==> src/logic/mem_geometry_pkg.sv <==
package mem_geometry_pkg;

    // External bus widths
    localparam int ADDR_BUS_WIDTH = 64;  // RV64 address bus
    localparam int DWORD_WIDTH    = 64;

    // Storage shape
    localparam int BYTE_WIDTH = 8;  // One stored element
    localparam int LANES      = DWORD_WIDTH / BYTE_WIDTH;  // Bytes per block

    typedef logic [ADDR_BUS_WIDTH-1:0] addr_bus_t;
    typedef logic [DWORD_WIDTH-1:0]    dword_t;
    typedef logic [BYTE_WIDTH-1:0]     mem_byte_t;

    // One enable bit per byte lane of a block
    typedef logic [LANES-1:0] lane_mask_t;

endpackage

==> src/logic/mem_access_pkg.sv <==
package mem_access_pkg;

    // Access size on both ports, code 3 means no access
    typedef enum logic [1:0] {
        SIZE_BYTE  = 2'd0,
        SIZE_WORD  = 2'd1,
        SIZE_DWORD = 2'd2
    } access_size_t;

    // Write control
    typedef enum logic {
        WR_IDLE   = 1'b0,
        WR_COMMIT = 1'b1
    } wr_state_t;

    // Word needs 4-byte alignment, doubleword needs 8-byte alignment
    function automatic logic is_misaligned(access_size_t size, logic [2:0] low_bits);
        case (size)
            SIZE_DWORD: return low_bits != 3'b000;
            SIZE_WORD:  return low_bits[1:0] != 2'b00;
            default:    return 1'b0;  // Bytes are always aligned
        endcase
    endfunction

endpackage

==> src/logic/wr_lane_steer.sv <==
module wr_lane_steer
    import mem_geometry_pkg::*;
    import mem_access_pkg::*;
#(
    parameter int ADDR_DEPTH = 1024
) (
    input  logic [$clog2(ADDR_DEPTH)-1:0]   buf_addr_i,
    input  access_size_t                    buf_size_i,
    input  dword_t                          buf_data_i,
    input  logic                            commit_i,
    output logic [$clog2(ADDR_DEPTH)-4:0]   blk_idx_o,
    output lane_mask_t                      lane_en_o,
    output mem_byte_t [LANES-1:0]           lane_data_o
);

    localparam int AW         = $clog2(ADDR_DEPTH);
    localparam int WORD_BYTES = 4;

    lane_mask_t lane_sel;

    assign blk_idx_o = buf_addr_i[AW-1:3];  // Doubleword block

    // Lanes touched by the access
    always_comb begin
        case (buf_size_i)
            SIZE_DWORD: lane_sel = '1;
            SIZE_WORD:  lane_sel = buf_addr_i[2] ? 8'hF0 : 8'h0F;  // Upper or lower half
            SIZE_BYTE:  lane_sel = lane_mask_t'(1) << buf_addr_i[2:0];
            default:    lane_sel = '0;
        endcase
    end

    // Nothing is written outside the commit cycle
    assign lane_en_o = commit_i ? lane_sel : '0;

    // Little-endian routing of data bytes into lanes
    always_comb begin
        for (int l = 0; l < LANES; l++) begin
            case (buf_size_i)
                SIZE_DWORD: lane_data_o[l] = buf_data_i[l*BYTE_WIDTH +: BYTE_WIDTH];
                SIZE_WORD: begin
                    // Same four bytes land in either half
                    lane_data_o[l] = buf_data_i[(l % WORD_BYTES)*BYTE_WIDTH +: BYTE_WIDTH];
                end
                default:    lane_data_o[l] = buf_data_i[BYTE_WIDTH-1:0];  // Byte copied to all
            endcase
        end
    end

endmodule

==> config.mk <==
export PLATFORM = sky130hd
export DESIGN_NAME = wr_lane_steer
export DESIGN_NICKNAME = d
export VERILOG_FILES = /design/src/logic/mem_geometry_pkg.sv /design/src/logic/mem_access_pkg.sv /design/src/logic/wr_lane_steer.sv
export SDC_FILE = /design/constraint.sdc
export NUM_CORES = 1
export LEC_CHECK = 0
export BUFFER_PORTS_ARGS = -buffer_cell sky130_fd_sc_hd__buf_2
export CORE_AREA = 2 2 61 63
export DETAILED_ROUTE_END_ITERATION = 16
export DIE_AREA = 0 0 63 65
export GPL_ROUTABILITY_DRIVEN = 0
export PLACE_DENSITY = 0.87
export SLEW_MARGIN = 10
export SYNTH_ARGS = -nofsm -noshare
export SYNTH_HDL_FRONTEND = slang
export SYNTH_SLANG_ARGS = --single-unit
export TNS_END_PERCENT = 20
==> constraint.sdc <==
create_clock -name vclk -period 2.9
set_clock_uncertainty 0.15 [all_clocks]
set_input_delay 0.58 -clock vclk [all_inputs]
set_output_delay 0.58 -clock vclk [all_outputs]
set_load 0.01 [all_outputs]
; Yosys cells after proc, flatten, opt, wreduce, memory -nomap -nowiden
; Index checks and enable logic that the tools add are counted.
[classes]
n_mux = 10
eq_ne = 2
n_shift = 1
reduce_logical = 2
[ops]
columns = operator, n
row1 = two-way mux 8 bit, 6
row2 = case mux 8 bit (2 select lines), 3
row3 = case mux 8 bit (3 select lines), 1
row4 = "left shift 1 x 3 -> 8 bit, first input constant", 1
row5 = "equality test 2 x 1 -> 1 bit, second input constant", 1
row6 = "equality test 2 bit, second input constant", 1
row7 = logical NOT 2 bit, 1
row8 = OR reduction 2 bit, 1
[word_totals]
input_bits = 77
output_inout_bits = 79
word_cells = 15
register_bits = 0

; Longest topological paths before layout
[depth]
word_depth = 3
depth_mapped = 7
mapped_depth_nobuf = 4

; Worst setup path after synthesis
; OpenSTA, ideal clock, no wires.
[synth_path]
path_type = in2out
start = input buf_size_i[1]
end = output lane_en_o[0]
path_buffers = 0
stages = 4
t_arrival_ns = 1.667
slack_ns = 0.503
cell_sequence = inv_1 ha_1 or4b_1 a31oi_1
[synth_via]
elab_chain_len = 3
[synth_rtl]
columns = item, line_no
row1 = start: declaration, wr_lane_steer.sv:8  ; input access_size_t buf_size_i,
row2 = equality test 2 x 1 -> 1 bit (tied with other cells), wr_lane_steer.sv:25  ; case (buf_size_i)
row3 = case mux 8 bit (3 select lines) *, wr_lane_steer.sv:25
row4 = two-way mux 8 bit *, wr_lane_steer.sv:34  ; assign lane_en_o = commit_i ? lane_sel : '0;
row5 = end: declaration, wr_lane_steer.sv:12  ; output lane_mask_t lane_en_o,
; Every way passes the cells marked *; elsewhere a longest branch is shown, timed or not.

; Worst setup path in the final report
; Same ends and word-level chain as after synthesis.

==> results.json <==
{
  "cp_data_arrival_time_ns": 1.94,
  "drc": 0,
  "hpwl_um": 3510,
  "tns_ns": 0,
  "vias_per_cell": 4.87,
  "topRoutingLayerUsed": "met4",
  "synth.avg_cell_area_sq_um": 5.88,
  "cp_max_fo": 8,
  "cp_common_cell": "buf_2",
  "fin_crit_sh_pct": 91.9,
  "powerDensity_mw_per_mm2": 228,
  "nets": 372,
  "hold_viol_final": 0,
  "nFlopsAndLatches": 0,
  "antenna_found_initial": 0,
  "worstMarginPinSlew_ns": 0.311,
  "p_leak_nw": 0.966,
  "crit_type": "input pin to output pin",
  "startpoint_type": "input pin",
  "io_pins": 156,
  "drive_gt1_share_pct": 51.7,
  "worstPathCellList": "buf_2 > inv_1 > ha_2 > or4b_1 > a31oi_1 > buf_2",
  "max_freq_mhz": 375,
  "post_cts_buffers": 0,
  "io_buffer_count": 142,
  "die_area_sq_mm": 0.00410,
  "synth-seq-area-share_pct": 0,
  "vias": 1647,
  "drtAntennaViolNets": 0,
  "dieWidth_um": 63,
  "setup.worst_path.end_class": "output pin",
  "synth_warnings": 0,
  "synth.cell_area_sq_mm": 0.00103,
  "rows": 22,
  "crit_path_top_delay_cell": "or4b_1",
  "grt_start_max_net_pins": 65,
  "finalPower_mw": 0.379,
  "core_sq_mm": 0.00350,
  "wl_met1_um": 1680,
  "synth_cell_types": 19,
  "status": "complete, no violations",
  "final_cell_mix": "buf_2, nand2_1, a21oi_1",
  "area_delta_synth_final_pct": 61.8,
  "grt_pass1_wl_um": 6420,
  "grt_overflow_total": 0,
  "hold_start": "buf_addr_i[4]",
  "min_path_type": "input pin to output pin",
  "drt-initial-drc-count": 89,
  "ir_worst_vdd_mv": 0.130,
  "die_h_um": 65,
  "slew_violations": 0,
  "start_util_pct": 29.5,
  "gr-usage-all-layers_pct": 18.7,
  "slew_headroom_pct": 79.3,
  "route.met3.wl_um": 370,
  "first_pass_iters": 4,
  "diodes": 0,
  "grt_pass1_vias": 1397,
  "regArea_sq_um": 0,
  "min_period_ns": 2.67,
  "syn_inst": 175,
  "n_clock_buffer": 0,
  "cp.required_ns": 2.17,
  "cts_resized": 0,
  "drt-wirelength-per-cell_um": 12.7,
  "setup_viol": 0,
  "fill_cells": 384,
  "route.met2.wl_um": 2230,
  "cap_violations": 0,
  "drt-total-wl_um": 4290,
  "rsz0062_at_grt": "false",
  "multiInputGateArea_sq_um": 833,
  "synth.net_count": 255,
  "final_common_cell": "buf_2",
  "startpoint": "buf_size_i[1]",
  "ctsHoldBuffers": 0,
  "cp_slowest_stage_delay_ns": 0.47
}
## power breakdown
part / total (mW) / switching, mW / internal, mW / leakage, nW
sequential: 0 / 0 / 0 / 0
combinational: 0.379 / 0.210 / 0.169 / 0.966
clock: 0 / 0 / 0 / 0
## metrics by stage
stage / util [%] / hold slack (ns) / area (sq um) / setup slack (ns) / instances
finish: 47.7 / 1.01 / 1670 / 0.235 / 338
global route: 47.7 / 1.01 / 1670 / 0.187 / 338
CTS: 47.7 / 1.01 / 1670 / 0.239 / 338
detailed placement: 47.7 / 1.01 / 1670 / 0.250 / 338
global placement: 47.7 / 1.01 / 1670 / 0.297 / 338
floorplan: - / 1.10 / 1030 / 0.503 / 175
## metal layers
layer	track usage (%)	up-vias
li1	-	841
met1	21.0	727
met2	37.2	77
met3	4.34	2
met4	0.278	0
met5	0	-
## cell families after synthesis
kind of cell / Yosys count / synth area share [%]
buffers and inverters: 33 / 19.3
and+or+nand+nor: 73 / 33.3
AOI/OAI and AO/OA: 58 / 35.0
muxes: 8 / 8.75
adders and majority gates: 3 / 3.65
## worst paths after layout
check | to | cells past startpoint | slack, ns
max | lane_en_o[0] | 6 | 0.23
min | blk_idx_o[1] | 0 | 1.01
## Yosys cell counts (2+ instances only)
library cell | count | area [sq um]
nor2_1 | 8 | 30.0
mux2_2 | 2 | 22.5
nand4b_1 | 3 | 26.3
nand2b_1 | 9 | 56.3
clkbuf_1 | 6 | 22.5
a31oi_1 | 4 | 25.0
buf_2 | 9 | 45.0
a22oi_1 | 24 | 180
ha_1 | 3 | 37.5
nand4bb_1 | 3 | 33.8
mux2_1 | 6 | 67.6
inv_1 | 2 | 7.51
a21oi_1 | 29 | 145
nand2_1 | 48 | 180
buf_4 | 15 | 113
## critical path, delay by kind of cell
kind                       cells  cell delay (ns)
AOI/OAI and AO/OA              1             0.18
adders and majority gates      1             0.29
and+or+nand+nor                1             0.47
buffers and inverters          3             0.42
## area by class of cell
class	instances	area share (%)
well taps	48	3.60
multi-input cells	142	50.0
inverters	2	0.450
repair buffers	146	45.9
No activity file was read; power rests on OpenSTA's default activity.
