## config.mk

```make
export PLATFORM = sky130hd
export DESIGN_NAME = rd_align
export DESIGN_NICKNAME = d
export VERILOG_FILES = /design/src/logic/mem_geometry_pkg.sv /design/src/logic/mem_access_pkg.sv /design/src/logic/rd_align.sv
export SDC_FILE = /design/constraint.sdc
export NUM_CORES = 1
export LEC_CHECK = 0
export ABC_AREA = 1
export BUFFER_PORTS_ARGS = -buffer_cell sky130_fd_sc_hd__buf_2
export CAP_MARGIN = 20
export CORE_AREA = 2 2 79 81
export DETAILED_ROUTE_END_ITERATION = 8
export DIE_AREA = 0 0 81 83
export PLACE_DENSITY = 0.75
export SETUP_SLACK_MARGIN = 0.02
export SLEW_MARGIN = 20
export SYNTH_ARGS = -nofsm -noshare
export SYNTH_HDL_FRONTEND = slang
export SYNTH_SLANG_ARGS = --single-unit
```

## constraint.sdc

```tcl
create_clock -name vclk -period 6
set_clock_uncertainty 0.2 [all_clocks]
set_input_delay 1.2 -clock vclk [all_inputs]
set_output_delay 1.2 -clock vclk [all_outputs]
set_load 0.02 [all_outputs]
```

## src/logic/mem_geometry_pkg.sv

```systemverilog
package mem_geometry_pkg;

    // External bus widths
    localparam int ADDR_BUS_WIDTH = 64;  // RV64 address bus
    localparam int DWORD_WIDTH    = 64;

    // Storage shape
    localparam int BYTE_WIDTH = 8;  // One stored element
    localparam int LANES      = DWORD_WIDTH / BYTE_WIDTH;  // Bytes per block

    typedef logic [ADDR_BUS_WIDTH-1:0] addr_bus_t;
    typedef logic [DWORD_WIDTH-1:0]    dword_t;
    typedef logic [BYTE_WIDTH-1:0]     mem_byte_t;

    // One enable bit per byte lane of a block
    typedef logic [LANES-1:0] lane_mask_t;

endpackage

```

## src/logic/mem_access_pkg.sv

```systemverilog
package mem_access_pkg;

    // Access size on both ports, code 3 means no access
    typedef enum logic [1:0] {
        SIZE_BYTE  = 2'd0,
        SIZE_WORD  = 2'd1,
        SIZE_DWORD = 2'd2
    } access_size_t;

    // Write control
    typedef enum logic {
        WR_IDLE   = 1'b0,
        WR_COMMIT = 1'b1
    } wr_state_t;

    // Word needs 4-byte alignment, doubleword needs 8-byte alignment
    function automatic logic is_misaligned(access_size_t size, logic [2:0] low_bits);
        case (size)
            SIZE_DWORD: return low_bits != 3'b000;
            SIZE_WORD:  return low_bits[1:0] != 2'b00;
            default:    return 1'b0;  // Bytes are always aligned
        endcase
    endfunction

endpackage

```

## src/logic/rd_align.sv

```systemverilog
module rd_align
    import mem_geometry_pkg::*;
    import mem_access_pkg::*;
#(
    parameter int ADDR_DEPTH = 1024
) (
    input  logic                          rd_en_i,
    input  addr_bus_t                     rd_addr_i,
    input  access_size_t                  rd_size_i,
    input  dword_t                        rd_block_i,
    output logic [$clog2(ADDR_DEPTH)-4:0] rd_blk_o,
    output dword_t                        rd_data_o,
    output logic                          rd_invalid_o
);

    localparam int AW         = $clog2(ADDR_DEPTH);
    localparam int WORD_WIDTH = 4 * BYTE_WIDTH;

    logic [AW-1:0] addr_int;
    access_size_t  size_int;

    // Disabled port falls back to a byte read at address 0
    assign addr_int = rd_en_i ? rd_addr_i[AW-1:0] : '0;
    assign size_int = rd_en_i ? rd_size_i : SIZE_BYTE;

    assign rd_blk_o     = addr_int[AW-1:3];
    assign rd_invalid_o = is_misaligned(size_int, addr_int[2:0]);

    // Misaligned accesses return the aligned-down unit
    always_comb begin
        case (size_int)
            SIZE_DWORD: rd_data_o = rd_block_i;
            SIZE_WORD: begin
                rd_data_o = dword_t'(rd_block_i[addr_int[2]*WORD_WIDTH +: WORD_WIDTH]);
            end
            SIZE_BYTE: begin
                rd_data_o = dword_t'(rd_block_i[addr_int[2:0]*BYTE_WIDTH +: BYTE_WIDTH]);
            end
            default:    rd_data_o = '0;  // No access
        endcase
    end

    // Flag only on an enabled word or doubleword read
    always_comb begin
        if (rd_invalid_o) begin
            rd_invalid_size: assert final (rd_en_i && (size_int inside {SIZE_WORD, SIZE_DWORD}))
                else $error("read flag raised for size %0d", size_int);
        end
    end

endmodule

```

# Word level (Yosys, flattened, before mapping)
# Cells that the tools add are included.
dict set report word_totals {
  out_inout_bits 72
  reg_bits 0
  input_bits 131
}
dict set report op_classes {
  n_reduce_logical 3
  n_shift 2
  n_eq_ne 2
  mux 4
}
# op count
set ops {}
lappend ops {{64-bit one-hot mux with 3 select lines} 1}
lappend ops {{64-bit by 7-bit variable part select with 32-bit output} 1}
lappend ops {{64-bit by 7-bit variable part select with 8-bit output} 1}
lappend ops {{10-bit two-way mux} 1}
lappend ops {{3-bit nonzero test} 1}
lappend ops {{2-bit by 1-bit equality test with 1-bit output (second input constant)} 1}
lappend ops {{2-bit equality test (second input constant)} 1}
lappend ops {{2-bit logical NOT} 1}
lappend ops {{2-bit two-way mux} 1}
lappend ops {{1-bit one-hot mux with 2 select lines} 1}
lappend ops {{2-bit nonzero test} 1}

# Logic depth before layout (Yosys ltp)
dict set report logic_depth {
  ltp_word 3
  ltp_mapped 13
}

# Worst setup path after synthesis
# Ideal clock, no wire load.
dict set report synth_path {
  path_kind {input port to output port}
  start {in rd_en_i}
  end {out rd_data_o[0]}
  n_path_buf 4
  setup_slack_ps 1748
  arrival_time_ps 2852
  cell_stages 13
  cell_sequence {buf_4 buf_2 nand2_1 inv_1 ha_1 clkbuf_1 inv_1 o21ai_4 buf_4 nand2_1 nand2_1 inv_1 a21oi_1}
}
dict set report synth_via {
  elab_chain_cells 3
}
# element line
set synth_lines {}
lappend synth_lines {{start: declaration} rd_align.sv:7} ;# input logic rd_en_i,
lappend synth_lines {{10-bit two-way mux / 2-bit two-way mux (equally long branches)} {rd_align.sv:23, rd_align.sv:24}}
lappend synth_lines {{64-bit by 7-bit variable part select with 8-bit output (tied with other cells)} rd_align.sv:37} ;# rd_data_o = dword_t'(rd_block_i[addr_int[2:0]*BYTE_WIDTH +: BYTE_WIDTH]);
lappend synth_lines {{64-bit one-hot mux with 3 select lines (*)} rd_align.sv:31} ;# case (size_int)
lappend synth_lines {{end: declaration} rd_align.sv:12} ;# output dword_t rd_data_o,
# Every way passes the cells marked *; elsewhere a longest branch is shown, timed or not.

# Final worst setup path
dict set report layout_path {
  start {in rd_en_i}
  end {out rd_data_o[4]}
}
# Same word-level chain as after synthesis.

==> results.txt <==
* Effective utilization at floorplan: 0.2836
- Sequential cell area in the final layout: 0 sq um
- The synthesized design spends more area on one cell type than any other, namely nand2_1.
- Of all nets on the critical path, the largest fanout is 41.
- The tightest min-delay check is of the input port to output pin type.
- Row cnt: 28
* Routed Wire Length: roughly 7000 um
- Count of inserted antenna diode cells: 0
- Placement Setup Slack: between 0.8 and 0.9 ns
- Yosys attributes the largest share of cell area to nand2_1 (40%), nand3_1 (21%), inv_1 (13%), a21oi_1 (9.7%), buf_2 (3.6%).
* Netlist area before placement: approximately 1600 sq um
* Most common cell after layout, fill and taps aside: nand2_1
* Pins over their slew limit: 0
* Cell Pwr Density: 84.26 nW/um^2
- Relative slew slack: 0.4128
* Seq cells: 0
* Post-cts resize count: 0
* Endpoint kind of the worst setup timing path: output pin
- Height of the die: between 80 and 90 um
- The netlist uses 17 different library cells.
* Mean number of vias per cell: 4.856
- The share of synthesized area in the top cell type comes to 0.4006.
- Final Hold Fails: 0
- Total half-perimeter wirelength after legalization and detailed placement: 5143 um
- Number of warnings issued by yosys: 0
- Synth Net Count: around 500
* Compound-gate portion of the synthesized area: 0.1184
* Time the worst path needs with I/O delays and setup: between 5 and 6 ns
- Number of instances in the synthesized netlist: 377
- Violation count after the first detailed-routing iteration: around 130
- Of the cells placed in the final design, the portion with a size suffix greater than 1 is 0.3121.
* Largest family of logic cells by synthesized area: simple AND/OR/NAND/NOR gates
* Type of element launching the critical path: input port
* Multiplexer area fraction after synthesis: 0
- The area growth from synthesis to layout is 44.31%.
- Overall overflow remaining after global route: 0
- The congestion estimate from routability-driven global placement came to approximately 0.81.
- The analysis attributes to cell leakage a power of between 1.5 and 2 nW.
- Largest net degree at the start of global routing: 42
- The critical path is of the input port to output pin type.
* Arrival time worst endpoint: about 3.8 ns
- At the end of the flow, the number of nets in the layout was 640.
* Post-route setup slack: 0.8047 ns
- Die Span X: 81 um
- At the end of the flow the core is filled with cells to 0.4092.
* Number of top-level pins: around 200
- The via count of the first global-routing pass is ~2,400.
- Part of the Yosys area used for sequential elements: 0
* Max Clock Freq: 192.5 MHz
- For the worst setup path, the data required time is ~4.6 ns.
- Total via count after detailed routing: approximately 2,800
- Remaining design rule violation count: 0
* Maximum ir drop on the vdd rail: between 0.04 and 0.05 mV
* Wire per inst: around 12 um
- Xor and xnor fraction of the mapped netlist area: 0
- Wire length of the first global-routing pass: 11,030 um
- Port Buffer Count: ~150
- At the pin with the least slew margin, the transition time is approximately 0.88 ns.
- Of the total synthesized cell area, the portion taken by AND, OR, NAND and NOR gates is 0.6328.
- Setup repair after global routing missed its margin: no
- Adder-Cell Fraction of Synth Area: 0.03035
- Max-capacitance violation count: 0
* Overall die area: approximately 6700 sq um
- The library cells used most frequently in the layout, excluding fill and tap cells, are nand2_1 (176), buf_2 (149), nand3_1 (69).
- In the global route stage, overall resource usage came out at 0.1912.
- Each instance of the synthesized netlist takes up on average 4.374 sq um.
* Core box area: between 5000 and 6000 sq um
- The layout has 0 clock buffers.
- Setup TNS Final: 0 ns
- Total design power: 0.2005 mW
- Fillcell total: roughly 660
* Antenna violations before repair: 0
- The detail route stage leaves a number of antenna-violating nets equal to 0.
* Total iterations of the first detailed-routing run: 5
- Total setup buffers inserted after CTS: 0
* Endpoints failing setup: 0
- Period utilization: 0.8659
- After clock tree synthesis, the flow added hold-fix buffers numbering 0.
- The run finished with clean final reports.
==> metal layers <==
layer	track usage	wire length, um	share of wire	up-vias
met5	0	0	0	-
met4	0.01541	48	0.0068	0
met3	0.01522	713	0.10	6
met2	0.3388	3296	0.47	160
met1	0.2582	3015	0.43	1233
li1	-	-	-	1408
==> cell families (layout without fill, tap and decap cells) <==
family,after synthesis,in the layout
adders and majority gates,4,4
AOI/OAI and AO/OA,36,36
buffers and inverters,86,212
and+or+nand+nor,251,251
==> cell type report <==
class | count | area [sq um] | share of cell area
inverter | 59 | 221.5 | 0.09306
multi-input combinational | 291 | 1289 | 0.5415
tap | 75 | 93.84 | 0.03943
timing repair buffer | 153 | 775.7 | 0.3260
==> path summary, 6_finish.rpt <==
| check | from | end | slack, ns | depth (start not counted) |
|---|---|---|---|---|
| setup / recovery | rd_en_i | rd_data_o[4] | 0.80 | 11 |
| hold / removal | rd_addr_i[6] | rd_blk_o[3] | 2.50 | 4 |
==> worst max-delay path, stage by stage <==
cell and delay [ns]:
buf_2 0.61, nand2_1 0.24, inv_1 0.15, ha_1 0.17
inv_1 0.10, o21ai_4 0.72, nand2_1 0.12, nand2_1 0.09
inv_1 0.04, a21oi_1 0.15, buf_2 0.19
==> metrics by stage <==
step / instance area, sq um / hold WS (ns) / std cells
after floorplan: 1649 / 2.322 / 377
after global placement: 2380 / 2.497 / 578
after detailed placement: 2380 / 2.499 / 578
after CTS: 2380 / 2.498 / 578
after global routing: 2380 / 2.511 / 578
final: 2380 / 2.498 / 578
==> report_power, final <==
part	total, mW	leakage [nW]	switching (mW)	internal [mW]
Clock	0	0	0	0
Sequential	0	0	0	0
Combinational	0.201	1.71	0.130	0.0701
==> Yosys cell counts, drive strengths merged <==
master and number:
nand2 177, nand3 69, inv 59, a21oi 32, buf 16, clkbuf 11, nor2 5, ha 4
o21ai 2, a22oi 1, a31oi 1
No activity file was read; power rests on OpenSTA's default activity.
