File: config.mk
export PLATFORM = sky130hd
export DESIGN_NAME = wr_capture
export DESIGN_NICKNAME = d
export VERILOG_FILES = /design/src/logic/mem_geometry_pkg.sv /design/src/logic/mem_access_pkg.sv /design/src/logic/wr_capture.sv
export SDC_FILE = /design/constraint.sdc
export NUM_CORES = 1
export LEC_CHECK = 0
export ABC_CLOCK_PERIOD_IN_PS = 2000
export BUFFER_PORTS_ARGS = -buffer_cell sky130_fd_sc_hd__buf_2
export CORE_MARGIN = 5
export CORE_UTILIZATION = 44
export DETAILED_ROUTE_END_ITERATION = 12
export PLACE_DENSITY = 0.87
export SLEW_MARGIN = 20
export SYNTH_ARGS = -nofsm -noshare
export SYNTH_HDL_FRONTEND = slang
export SYNTH_SLANG_ARGS = --single-unit
export TNS_END_PERCENT = 100
File: constraint.sdc
create_clock -name clk -period 2 [get_ports clk]
set_input_delay 0.2 -clock clk [delete_from_list [all_inputs] [get_ports clk]]
set_output_delay 0.2 -clock clk [all_outputs]
set_load 0.05 [all_outputs]
File: src/logic/mem_geometry_pkg.sv
package mem_geometry_pkg;

    // External bus widths
    localparam int ADDR_BUS_WIDTH = 64;  // RV64 address bus
    localparam int DWORD_WIDTH    = 64;

    // Storage shape
    localparam int BYTE_WIDTH = 8;  // One stored element
    localparam int LANES      = DWORD_WIDTH / BYTE_WIDTH;  // Bytes per block

    typedef logic [ADDR_BUS_WIDTH-1:0] addr_bus_t;
    typedef logic [DWORD_WIDTH-1:0]    dword_t;
    typedef logic [BYTE_WIDTH-1:0]     mem_byte_t;

    // One enable bit per byte lane of a block
    typedef logic [LANES-1:0] lane_mask_t;

endpackage

File: src/logic/mem_access_pkg.sv
package mem_access_pkg;

    // Access size on both ports, code 3 means no access
    typedef enum logic [1:0] {
        SIZE_BYTE  = 2'd0,
        SIZE_WORD  = 2'd1,
        SIZE_DWORD = 2'd2
    } access_size_t;

    // Write control
    typedef enum logic {
        WR_IDLE   = 1'b0,
        WR_COMMIT = 1'b1
    } wr_state_t;

    // Word needs 4-byte alignment, doubleword needs 8-byte alignment
    function automatic logic is_misaligned(access_size_t size, logic [2:0] low_bits);
        case (size)
            SIZE_DWORD: return low_bits != 3'b000;
            SIZE_WORD:  return low_bits[1:0] != 2'b00;
            default:    return 1'b0;  // Bytes are always aligned
        endcase
    endfunction

endpackage

File: src/logic/wr_capture.sv
module wr_capture
    import mem_geometry_pkg::*;
    import mem_access_pkg::*;
#(
    parameter int ADDR_DEPTH = 1024
) (
    input  logic                          clk,
    input  logic                          rst_n,
    input  logic                          wr_ins_i,
    input  addr_bus_t                     wr_addr_i,
    input  access_size_t                  wr_size_i,
    input  dword_t                        wr_data_i,
    output logic [$clog2(ADDR_DEPTH)-1:0] buf_addr_o,
    output access_size_t                  buf_size_o,
    output dword_t                        buf_data_o,
    output logic                          commit_o,
    output logic                          wr_idle_o,
    output logic                          wr_invalid_o
);

    localparam int AW = $clog2(ADDR_DEPTH);

    wr_state_t     state_q;
    wr_state_t     state_d;
    logic [AW-1:0] addr_q;
    access_size_t  size_q;
    dword_t        data_q;
    logic          commit_q;
    logic          capture;
    logic          misaligned;

    // Request is taken only while idle, anything else is dropped
    assign capture    = (state_q == WR_IDLE) && wr_ins_i;
    assign misaligned = is_misaligned(size_q, addr_q[2:0]);

    always_comb begin
        state_d = state_q;
        case (state_q)
            WR_IDLE: begin
                if (capture) begin
                    state_d = WR_COMMIT;
                end
            end
            WR_COMMIT: state_d = WR_IDLE;  // Single commit cycle
            default:   state_d = WR_IDLE;
        endcase
    end

    always_ff @(posedge clk) begin
        if (!rst_n) begin
            state_q  <= WR_IDLE;
            commit_q <= 1'b0;
            addr_q   <= '0;
            size_q   <= SIZE_BYTE;
            data_q   <= '0;
        end else begin
            state_q  <= state_d;
            commit_q <= (state_q == WR_COMMIT) && !misaligned;  // Misaligned never reaches array
            if (capture) begin
                addr_q <= wr_addr_i[AW-1:0];  // Upper bus bits wrap
                size_q <= wr_size_i;
                data_q <= wr_data_i;
            end
        end
    end

    assign buf_addr_o   = addr_q;
    assign buf_size_o   = size_q;
    assign buf_data_o   = data_q;
    assign commit_o     = commit_q;
    assign wr_idle_o    = (state_q == WR_IDLE);
    assign wr_invalid_o = misaligned;  // Holds until next capture

    // Strobe only follows a commit cycle
    commit_after_commit_state: assert property (
        @(posedge clk) disable iff (!rst_n)
        commit_o |-> $past(state_q) == WR_COMMIT
    ) else $error("commit strobe without a preceding commit cycle");

    // One write per captured request
    commit_single_cycle: assert property (
        @(posedge clk) disable iff (!rst_n)
        commit_o |=> !commit_o
    ) else $error("commit strobe held for two cycles");

endmodule

=== Word-level counts from Yosys, hierarchy flattened ===
Index checks and enable logic that the tools add are counted.

* Bits of input ports: 133
* Logic and storage cells: 16
* Bits in registers: 78
* Output and inout port bits: 79

* Bitwise gates (word level): 1
* Reduce and logical (&&, ||, !) cells: 5
* Eq/ne operators: 2
* Multiplexer cells: 3

{| class="wikitable"
|+ Operator list
! kind !! count
|-
| 1-bit one-hot mux with 2 select lines || 2
|-
| 3-bit nonzero test || 1
|-
| 2-bit by 1-bit == test with 1-bit output (second input constant) || 1
|-
| 2-bit == test (second input constant) || 1
|-
| 1-bit logical AND || 2
|-
| 2-bit nonzero test || 1
|-
| 1-bit logical NOT || 1
|-
| 1-bit 2-to-1 mux || 1
|-
| 1-bit NOT || 1
|}

=== Logic depth before layout (Yosys ltp) ===
Gate-level depths: netlist of the first run.

* Depth after elaboration: 4
* Depth in mapped cells: 6
* Mapped depth without buffers: 5

=== Least setup slack after synthesis of the first run ===
Ideal clock, no wire load.

* Path kind: reg2reg
* From: register size_q[0] (netlist: buf_size_o[0])
* To: register commit_q (netlist: commit_o)
* Setup time: 0.160 ns
* Clock period less this slack: 2.087 ns
* Data arrival time: 1.927 ns
* Slack: -0.087 ns
* Buffers on the path: 0
* Data required time: 1.840 ns
* Cell stages (with the launch flop): 5
* Path through: dfxtp_1 -> inv_1 -> ha_1 -> a21oi_1 -> nor2_1

* Longest elaborated chain between the ends: 4
* Elaborated cells on any way between the ends: 5
* Classes of those cells: 2 x eq/ne; 1 x mux; 2 x reduce/logical

{| class="wikitable"
|+ RTL lines
! item !! line !! RTL
|-
| start, declared || wr_capture.sv:26 || <nowiki>access_size_t size_q;</nowiki>
|-
| start signal, assigned || wr_capture.sv:61 || <nowiki>size_q <= wr_size_i;</nowiki>
|-
| 2-bit by 1-bit == test with 1-bit output / 2-bit == test (equally long branches) || mem_access_pkg.sv:18 || <nowiki>case (size)</nowiki>
|-
| 1-bit one-hot mux with 2 select lines * || mem_access_pkg.sv:18 ||
|-
| via wr_invalid_o || wr_capture.sv:18 || <nowiki>output logic wr_invalid_o</nowiki>
|-
| 1-bit logical NOT * || wr_capture.sv:58 || <nowiki>commit_q <= (state_q == WR_COMMIT) && !misaligned;</nowiki>
|-
| 1-bit logical AND * || wr_capture.sv:58 ||
|-
| end signal, assigned || wr_capture.sv:58 ||
|-
| end, declared || wr_capture.sv:28 || <nowiki>logic commit_q;</nowiki>
|}

Mark *: on every way through the listed nets, which the timed path passes. The rest lies on a longest branch.
A chain may end at the register's enable or synchronous reset.

=== Worst setup path after layout of the first run ===
* From: register size_q[0] (netlist: buf_size_o[0])
* To: output port wr_invalid_o

* Longest elaborated chain between the ends: 2
* Elaborated cells on any way between the ends: 3
* Classes of those cells: 2 x eq/ne; 1 x mux

{| class="wikitable"
|+ RTL lines
! item !! line
|-
| 2-bit by 1-bit == test with 1-bit output / 2-bit == test (equally long branches) || mem_access_pkg.sv:18
|-
| 1-bit one-hot mux with 2 select lines * || mem_access_pkg.sv:18
|-
| end, declared || wr_capture.sv:18
|}

Every way passes the cells marked *; elsewhere a longest branch is shown, timed or not.

==> flow_metrics.env, run 1 <==
export IMPL_vias_per_cell=4.714
export IMPL_yosysMostFrequentCell="nand2_1"
export IMPL_worstPathArrival_ns=1.47
export IMPL_synth_seq_cells=78
export IMPL_finalInstanceArea_sq_um=4036
export IMPL_cp_startpoint="buf_size_o[0]"
export IMPL_core_area_sq_um=6719
export IMPL_slew_headroom=0.6004
export IMPL_pwr_density_cell_nw_per_um2=917.6
export IMPL_skew_ns=0.008130
export IMPL_clk_latency_ns=0.34
export IMPL_drc=0
export IMPL_start_util=0.4467
export IMPL_worstMarginPinSlew_ns=0.5994
export IMPL_syn_num_nets=479
export IMPL_route_detailed_wl_per_inst_um=12.66
export IMPL_period_needed_ns=1.672
export IMPL_synth_area_leaders="dfxtp_1 (52%), nand2_1 (19%), a21boi_0 (11%)"
export IMPL_outcome="complete, no violations"
export IMPL_gp_congestion=0.7434
export IMPL_cts_tree="built"
export IMPL_r2r_start="state_q"
export IMPL_syn_area_per_cell_sq_um=8.726
export IMPL_io_buffers=157
export IMPL_cap_violations=0
export IMPL_min_from="wr_data_i[31]"
export IMPL_gr_total_overflow=0
export IMPL_nNetsFinal=625
export IMPL_drt_total_wl_um=7268
export IMPL_dpl_cell_area_sq_um=3815
export IMPL_setup_viol=0
export IMPL_vias=2706
export IMPL_drt_initial_drc_count=84
export IMPL_cts_htree_levels=3
export IMPL_post_cts_setup_buffers=0
export IMPL_antenna_found_initial=0
export IMPL_clockBufferDepth=2
export IMPL_hold_path_class="in -> reg"
export IMPL_rsz0062_at_grt="false"
export IMPL_rows=30
export IMPL_grt_pass1_wl_um=11520
export IMPL_die_area_sq_um=8574
export IMPL_hold_violations=0
export IMPL_yosysUniqueCellTypes=17
export IMPL_crit_fanout=4
export IMPL_period_share=0.8359
export IMPL_fp_dieH_um=92.60
export IMPL_numCtsBuffers=9
export IMPL_hpwl_um=5208
export IMPL_synth_ff_type="dfxtp_1"
export IMPL_syn_inst=344
export IMPL_required_ns=1.80
export IMPL_ys_top_cells_by_count="nand2_1 (154), dfxtp_1 (78), a21boi_0 (44)"
export IMPL_die_w_um=92.60
export IMPL_final_util=0.6007
export IMPL_cp_end_kind="output pin"
export IMPL_grt_pass1_vias=2634
export IMPL_pin_count=212
export IMPL_cts_sinks=78
export IMPL_clockRootBuffer="clkbuf_8"
export IMPL_ys_warn_count=0
export IMPL_start_kind="flop"
export IMPL_ctsHoldBuffers=0
export IMPL_netlist_area_sq_um=3002
export IMPL_track_usage=0.1659
export IMPL_drive_above_1_share=0.4008
export IMPL_fmaxAchievable_mhz=598.1
export IMPL_yosysSeqAreaShare=0.5202
export IMPL_syn_to_final_growth_pct=34.47
export IMPL_synth_top_area_share=0.5202
export IMPL_synth_async_reset_ratio=0
export IMPL_synth_top_cell_by_area="dfxtp_1"
export IMPL_synth_edf_count=0
export IMPL_crit_type="reg -> out"
export IMPL_n_antenna_cell=0
export IMPL_drtAntennaViolNets=0
export IMPL_cellLeakagePower_nw=1.930
export IMPL_first_pass_iters=4
export IMPL_post_cts_resized=0
export IMPL_slew_violations=0
export IMPL_power_mw=3.704
export IMPL_grt_max_degree=78
export IMPL_setup_tns_ns=0
export IMPL_vdd_ir_drop_max_uv=705.0
export IMPL_path_clk_slew_ns=0.08
worst max-delay path, cell delays in order (launching register included):
cell	delay (ns)
dfxtp_1	0.37
inv_1	0.06
ha_1	0.30
a21oi_2	0.13
buf_2	0.28
registers in the layout (all words and copies together) (netlist names):
name,flops
buf_addr_o,10
buf_data_o,64
state_q,1
buf_size_o,2
commit_o,1
final timing paths:
check             cells past startpoint  slack, ns              to
setup / recovery                      4       0.33    wr_invalid_o
hold / removal                        3        0.1  buf_data_o[31]
setup reg to reg                      4       0.70   buf_addr_o[3]
hold reg to reg                       2       0.45  buf_data_o[54]
cell type report:
class | instances | area, sq um
Sequential cell | 78 | 1562
Timing Repair Buffer | 160 | 845.8
Clock buffer | 11 | 151.4
Tap cell | 80 | 100.1
Clock inverter | 4 | 70.07
Fill cell | 626 | 2683
Multi-Input combinational cell | 238 | 1296
Inverter | 3 | 11.26
layout by cell type (no fill, tap or decap), drive strengths merged:
cell / Yosys / routed
buf: 17 / 160
nand2: 154 / 154
dfxtp: 78 / 78
a21boi: 76 / 76
clkbuf: 8 / 11
inv: 3 / 3
ha: 2 / 2
clkinv: 0 / 2
bufinv: 0 / 2
o22ai: 1 / 1
a21oi: 1 / 1
nor2b: 1 / 1
nand2b: 1 / 1
and2: 1 / 1
nor2: 1 / 1
report_power, final:
group	switching, mW	internal (mW)
combinational	0.514	0.210
sequential	0.0439	1.64
clock	0.533	0.760
total	1.09	2.61
cell families (layout without fill, tap and decap cells):
family	count (synthesis)	in the layout	synth area share
AOI/OAI and AO/OA	78	78	0.2188
adders and majority gates	2	2	0.008335
buffers and inverters	28	178	0.05169
DFF	78	78	0.5202
and+or+nand+nor	158	158	0.2009
per-stage QoR:
step | hold WS [ns] | setup slack, ns | instances
4_1_cts | 0.07952 | 0.2905 | 574
5_1_grt | 0.08632 | 0.2488 | 574
3_5_place_dp | 0.4450 | 0.6687 | 559
6_report | 0.09611 | 0.3281 | 574
2_1_floorplan | 0.3349 | 0.2334 | 344
3_3_place_gp | 0.4381 | 0.7073 | 559
metal layers:
metal  routed length [um]  up-vias  GRT usage
li1                     -     1382          -
met1                 2802     1221     0.1709
met2                 3663       95     0.3015
met3                  726        8    0.06174
met4                   76        0    0.06683
met5                    0        -          0
No activity file was read; power rests on OpenSTA's default activity.
==> inputs of run 2 (changes only) <==
--- a/config.mk
+++ b/config.mk
@@ -5,12 +5,13 @@
 export SDC_FILE = /design/constraint.sdc
 export NUM_CORES = 1
 export LEC_CHECK = 0
-export ABC_CLOCK_PERIOD_IN_PS = 2000
+export ABC_AREA = 1
+export ABC_CLOCK_PERIOD_IN_PS = 1660
 export BUFFER_PORTS_ARGS = -buffer_cell sky130_fd_sc_hd__buf_2
 export CORE_MARGIN = 5
-export CORE_UTILIZATION = 44
+export CORE_UTILIZATION = 42
 export DETAILED_ROUTE_END_ITERATION = 12
-export PLACE_DENSITY = 0.87
+export PLACE_DENSITY = 0.82
 export SLEW_MARGIN = 20
 export SYNTH_ARGS = -nofsm -noshare
 export SYNTH_HDL_FRONTEND = slang
==> constraint.sdc (replaced) <==
create_clock -name clk -period 1.66 [get_ports clk]
set_input_delay 0.166 -clock clk [delete_from_list [all_inputs] [get_ports clk]]
set_output_delay 0.166 -clock clk [all_outputs]
set_load 0.05 [all_outputs]
==> flow_metrics.env, run 2 <==
export IMPL_drt_total_wl_um=7551
export IMPL_reg2reg_depth=5
export IMPL_cellLeakagePower_nw=2.619
export IMPL_min_to="state_q"
export IMPL_period_share=0.9598
export IMPL_outcome="complete, no violations"
export IMPL_first_pass_iters=4
export IMPL_pwr_density_cell_nw_per_um2=1099
export IMPL_clk_latency_ns=0.34
export IMPL_r2r_end="buf_data_o[20]"
export IMPL_clockBufferDepth=2
export IMPL_hold_violations=0
export IMPL_yosysUniqueCellTypes=13
export IMPL_gp_congestion=0.8233
export IMPL_met2_usage=0.2831
export IMPL_crit_type="reg -> out"
export IMPL_crit_chain="buf_4, ha_2, nor2_2, nor2_2, and2_4, buf_8"
export IMPL_drive_above_1_share=0.2842
export IMPL_cap_violations=0
export IMPL_start_kind="flop"
export IMPL_slew_headroom=0.7738
export IMPL_critPathSlowestCell="dfxtp_2"
export IMPL_place_ws_ns=0.2980
export IMPL_grt_pass1_wl_um=12700
export IMPL_drt_initial_drc_count=79
export IMPL_synth_top_area_share=0.4856
export IMPL_cts_htree_levels=3
export IMPL_path_buf_inv=2
export IMPL_nNetsFinal=781
export IMPL_synth_area_leaders="dfxtp_1 (49%), nand2_1 (18%), nor2_1 (18%)"
export IMPL_yosysSeqAreaShare=0.4856
export IMPL_largest_reg_flops=64
export IMPL_netlist_area_sq_um=3216
export IMPL_path_clk_slew_ns=0.08
export IMPL_min_from="wr_ins_i"
export IMPL_r2r_start="state_q"
export IMPL_n_fill_cell=759
export IMPL_ys_top_cells_by_count="nand2_1 (155), nor2_1 (155), inv_1 (80)"
export IMPL_io_buffers=157
export IMPL_syn_to_final_growth_pct=33.42
export IMPL_syn_inst=499
export IMPL_worstPathArrival_ns=1.43
export IMPL_fp_dieH_um=97.50
export IMPL_busiest_layer="met2"
export IMPL_synth_edf_count=0
export IMPL_syn_area_per_cell_sq_um=6.444
export IMPL_grt_pass1_vias=2996
export IMPL_ys_warn_count=0
export IMPL_crit_fanout=3
export IMPL_critPathMostFrequentCell="nor2_2"
export IMPL_fmaxAchievable_mhz=627.6
export IMPL_pin_count=212
export IMPL_antenna_found_initial=0
export IMPL_start_util=0.4227
export IMPL_synth_seq_cells=78
export IMPL_vias=3116
export IMPL_gr_total_overflow=0
export IMPL_final_cell_count_no_fill=753
export IMPL_n_antenna_cell=0
export IMPL_period_needed_ns=1.593
export IMPL_hold_depth=2
export IMPL_fin_ws_ns=0.06668
export IMPL_die_area_sq_um=9506
export IMPL_path_delay_family="flip-flops"
export IMPL_die_w_um=97.50
export IMPL_rows=32
export IMPL_vias_per_cell=4.138
export IMPL_skew_ns=0.008488
export IMPL_syn_num_nets=634
export IMPL_hold_path_class="in -> reg"
export IMPL_synth_ff_type="dfxtp_1"
export IMPL_hpwl_um=5497
export IMPL_grt_met1_usage=0.1738
export IMPL_grt_max_degree=88
export IMPL_drc=0
export IMPL_cts_sinks=78
export IMPL_vdd_ir_drop_max_uv=521.1
export IMPL_cp_end_kind="output pin"
export IMPL_worstMarginPinSlew_ns=0.3394
export IMPL_critical_path_max_stage_delay_ns=0.33
export IMPL_r2r_slack_ns=0.47
export IMPL_numCtsBuffers=9
export IMPL_drtAntennaViolNets=0
export IMPL_grt_util_met3=0.05528
export IMPL_slew_violations=0
export IMPL_setup_viol=0
export IMPL_cts_tree="built"
export IMPL_track_usage=0.1593
export IMPL_layout_commonest_cell="buf_2"
export IMPL_route_detailed_wl_per_inst_um=10.03
export IMPL_synth_top_cell_by_area="dfxtp_1"
export IMPL_clockRootBuffer="clkbuf_8"
export IMPL_final_cell_mix="buf_2 (156), nand2_1 (155), nor2_1 (153)"
export IMPL_synth_async_reset_ratio=0
export IMPL_core_area_sq_um=7607
export IMPL_dpl_cell_count=736
export IMPL_required_ns=1.49
==> run 2: changes by cell type after synthesis, moves of 2 or more <==
cell / before / now
buf_2: 10 / 8
a21boi_1: 12 / 0
clkbuf_1: 8 / 4
nor2_1: 1 / 155
buf_1: 0 / 3
a21boi_2: 20 / 0
inv_1: 3 / 80
buf_6: 3 / 0
buf_4: 4 / 10
a21boi_0: 44 / 0
==> run 2: cells by family after synthesis <==
kind of cell,Yosys count,synth area share
compound gates,1,0.001555
flops,78,0.4856
buf+inv,105,0.1374
fa+ha+maj,2,0.007781
simple gates,313,0.3677
==> run 2: area by class of cell <==
class                           count  area, sq um  share of cell area
Inverter                           80        300.3             0.06999
Sequential cell                    78         1564              0.3645
Clock inverter                      6        67.56             0.01575
Timing Repair Buffer              161        863.3              0.2012
Multi-Input combinational cell    316         1230              0.2867
Tap cell                          102        127.6             0.02975
Clock buffer                       10        137.6             0.03208
==> run 2: timing repair <==
action / 4_1_cts / 5_1_grt
gates resized for setup: 2 / 6
setup endpoints to repair: 1 / 1
hold buffers: 0 / 0
pin swaps: 0 / 2
buffers inserted: 0 / 1
==> run 2: metal layers <==
metal / wire (um) / vias up
li1: - / 1696
met1: 3204 / 1308
met2: 3613 / 98
met3: 603 / 14
met4: 130 / 0
met5: 0 / -
==> run 2: power breakdown <==
part,leakage [nW],switching (mW),total [mW],internal [mW]
Combinational,1.87,0.858,1.18,0.319
Clock,0.0993,0.704,1.45,0.744
Sequential,0.648,0.0717,2.09,2.02
==> run 2: worst max-delay path by stage <==
stage	startpoint	endpoint	slack, ns	cells after the start
after floorplan	buf_size_o[0]	wr_invalid_o	0.1	4
after global placement	buf_size_o[0]	wr_invalid_o	0.32	5
after detailed placement	buf_size_o[0]	wr_invalid_o	0.30	5
after CTS	buf_size_o[0]	wr_invalid_o	0.002	5
after global routing	buf_size_o[0]	wr_invalid_o	-0.02	6
final	buf_size_o[0]	wr_invalid_o	0.07	6
==> run 2: metrics by stage <==
step | TNS [ns] | utilization | hold WS (ns) | total power [mW] | area [sq um]
floorplan | 0 | - | 0.3252 | 3.010 | 3218
global placement | 0 | 0.5331 | 0.4227 | 3.280 | 4055
detailed placement | 0 | 0.5331 | 0.4325 | 3.311 | 4055
CTS | 0 | 0.5609 | 0.07076 | 4.769 | 4267
global route | -0.02122 | 0.5640 | 0.09105 | 4.967 | 4290
finish | 0 | 0.5640 | 0.09358 | 4.715 | 4290
==> inputs of run 3 (changes only) <==
--- a/config.mk
+++ b/config.mk
@@ -6,12 +6,12 @@
 export NUM_CORES = 1
 export LEC_CHECK = 0
 export ABC_AREA = 1
-export ABC_CLOCK_PERIOD_IN_PS = 1660
+export ABC_CLOCK_PERIOD_IN_PS = 1300
 export BUFFER_PORTS_ARGS = -buffer_cell sky130_fd_sc_hd__buf_2
 export CORE_MARGIN = 5
-export CORE_UTILIZATION = 42
+export CORE_UTILIZATION = 38
 export DETAILED_ROUTE_END_ITERATION = 12
-export PLACE_DENSITY = 0.82
+export PLACE_DENSITY = 0.79
 export SLEW_MARGIN = 20
 export SYNTH_ARGS = -nofsm -noshare
 export SYNTH_HDL_FRONTEND = slang
==> constraint.sdc (replaced) <==
create_clock -name clk -period 1.3 [get_ports clk]
set_input_delay 0.13 -clock clk [delete_from_list [all_inputs] [get_ports clk]]
set_output_delay 0.13 -clock clk [all_outputs]
set_load 0.05 [all_outputs]
==> flow_metrics.env, run 3 (same netlist as run 2, synthesis figures left out) <==
export IMPL_pwr_density_cell_nw_per_um2=1363
export IMPL_syn_to_final_growth_pct=35.68
export IMPL_worstPathArrival_ns=1.36
export IMPL_track_usage=0.1454
export IMPL_n_antenna_cell=0
export IMPL_holdWs_ns=0.06847
export IMPL_crit_fanout=2
export IMPL_grt_max_degree=88
export IMPL_n_fill_cell=809
export IMPL_skew_ns=0.004069
export IMPL_start_kind="flop"
export IMPL_grt_pass1_wl_um=12280
export IMPL_rsz0062_at_grt="true"
export IMPL_slew_violations=0
export IMPL_drt_total_wl_um=7903
export IMPL_final_cell_mix="nand2_1 (155), buf_2 (155), nor2_1 (153)"
export IMPL_clockRootBuffer="clkbuf_8"
export IMPL_slew_headroom=0.7623
export IMPL_largest_reg_flops=64
export IMPL_fin_ws_ns=-0.1892
export IMPL_cellLeakagePower_nw=2.648
export IMPL_drc=0
export IMPL_place_ws_ns=0.004206
export IMPL_nNetsFinal=785
export IMPL_p_sw_frac=0.3464
export IMPL_path_clk_slew_ns=0.08
export IMPL_io_buffers=157
export IMPL_period_share=1.146
export IMPL_antenna_found_initial=1
export IMPL_cts_tree="built"
export IMPL_final_util=0.5310
export IMPL_outcome="finished, violations left"
export IMPL_vias=3215
export IMPL_power_mw=5.945
export IMPL_fmaxAchievable_mhz=671.5
export IMPL_hold_violations=0
export IMPL_cap_violations=0
export IMPL_cts_sinks=78
export IMPL_comb_power_share=0.261
export IMPL_required_ns=1.17
export IMPL_p_int_mw=3.886
export IMPL_vias_per_cell=4.236
export IMPL_violations="setup timing"
export IMPL_rows=33
export IMPL_crit_type="reg -> out"
export IMPL_start_util=0.3914
export IMPL_hold_path_class="in -> reg"
export IMPL_cts_htree_levels=3
export IMPL_setup_viol=1
export IMPL_clkPwrFrac=0.290
export IMPL_core_area_sq_um=8217
export IMPL_switchingPower_mw=2.059
export IMPL_clk_latency_ns=0.33
export IMPL_first_pass_iters=5
export IMPL_hpwl_um=5419
export IMPL_drt_initial_drc_count=49
export IMPL_route_detailed_wl_per_inst_um=10.41
export IMPL_numCtsBuffers=9
export IMPL_gp_congestion=0.7984
export IMPL_gr_total_overflow=0
export IMPL_power_frac_seq=0.449
export IMPL_period_needed_ns=1.489
export IMPL_vdd_ir_drop_max_uv=529.3
export IMPL_drtAntennaViolNets=0
export IMPL_die_area_sq_um=10400
export IMPL_clockBufferDepth=2
export IMPL_fp_dieH_um=102.0
export IMPL_cp_end_kind="output pin"
export IMPL_worstMarginPinSlew_ns=0.3566
export IMPL_grt_pass1_vias=2911
export IMPL_die_w_um=102.0
export IMPL_pin_count=212
export IMPL_drive_above_1_share=0.2920
export IMPL_r2r_slack_ns=0.10
run 3: cell count changes in the layout (fill, tap and decap cells not counted), sizes merged:
cell / change
clkinvlp: -1
inv: -1
clkinv: +2
buf: +2
clkbuf: +1
run 3: critical path, cell delays in order (launching register included):
cell	delay, ns
dfxtp_4	0.35
buf_6	0.11
ha_4	0.16
nor2_4	0.08
nor2_2	0.05
and2_4	0.15
buf_8	0.14
run 3: what timing repair did:
item	in CTS	in global routing
hold buffers	0	0
gates resized for setup	11	4
pin swaps	5	4
setup endpoints to repair	1	4
cloned	0	1
buffers inserted	6	1
run 3: metrics by stage:
step | instance area [sq um] | instances | setup TNS [ns]
final | 4363 | 759 | -0.1892
after global routing | 4363 | 759 | -0.2577
after CTS | 4348 | 761 | -0.4560
after detailed placement | 4071 | 740 | 0
after global placement | 4071 | 740 | -0.001995
after floorplan | 3223 | 499 | 0
run 3: worst paths after layout:
path / from / end / cells after the start
worst min-delay path: wr_ins_i / state_q / 2
worst max register to register: state_q / buf_data_o[3] / 5
worst max-delay path: buf_size_o[0] / wr_invalid_o / 6
worst min register to register: buf_data_o[61] / buf_data_o[61] / 2
run 3: power by group through the flow:
stage	clock network, mW	registers, mW	logic [mW]
final	1.72	2.67	1.55
after global routing	1.91	2.69	1.69
after CTS	1.82	2.67	1.54
after detailed placement	0	2.72	1.51
after global placement	0	2.72	1.48
after floorplan	0	3.37	0.474
run 3: area by class of cell:
class,instances,area [sq um],share of cell area
flip-flops and latches,78,1569,0.3596
multi-input cells,316,1259,0.2885
repair buffers,165,917.1,0.2102
inverters,80,300.3,0.06883
well taps,105,131.4,0.03011
clock buffers,9,123.9,0.02839
clock inverters,6,62.56,0.01434
run 3: per-layer routing:
layer / global-route usage / wire (um) / up-vias
li1: - / - / 1702
met5: 0 / 13 / -
met3: 0.04915 / 857 / 10
met2: 0.2464 / 3549 / 116
met4: 0.05752 / 102 / 2
met1: 0.1691 / 3379 / 1385
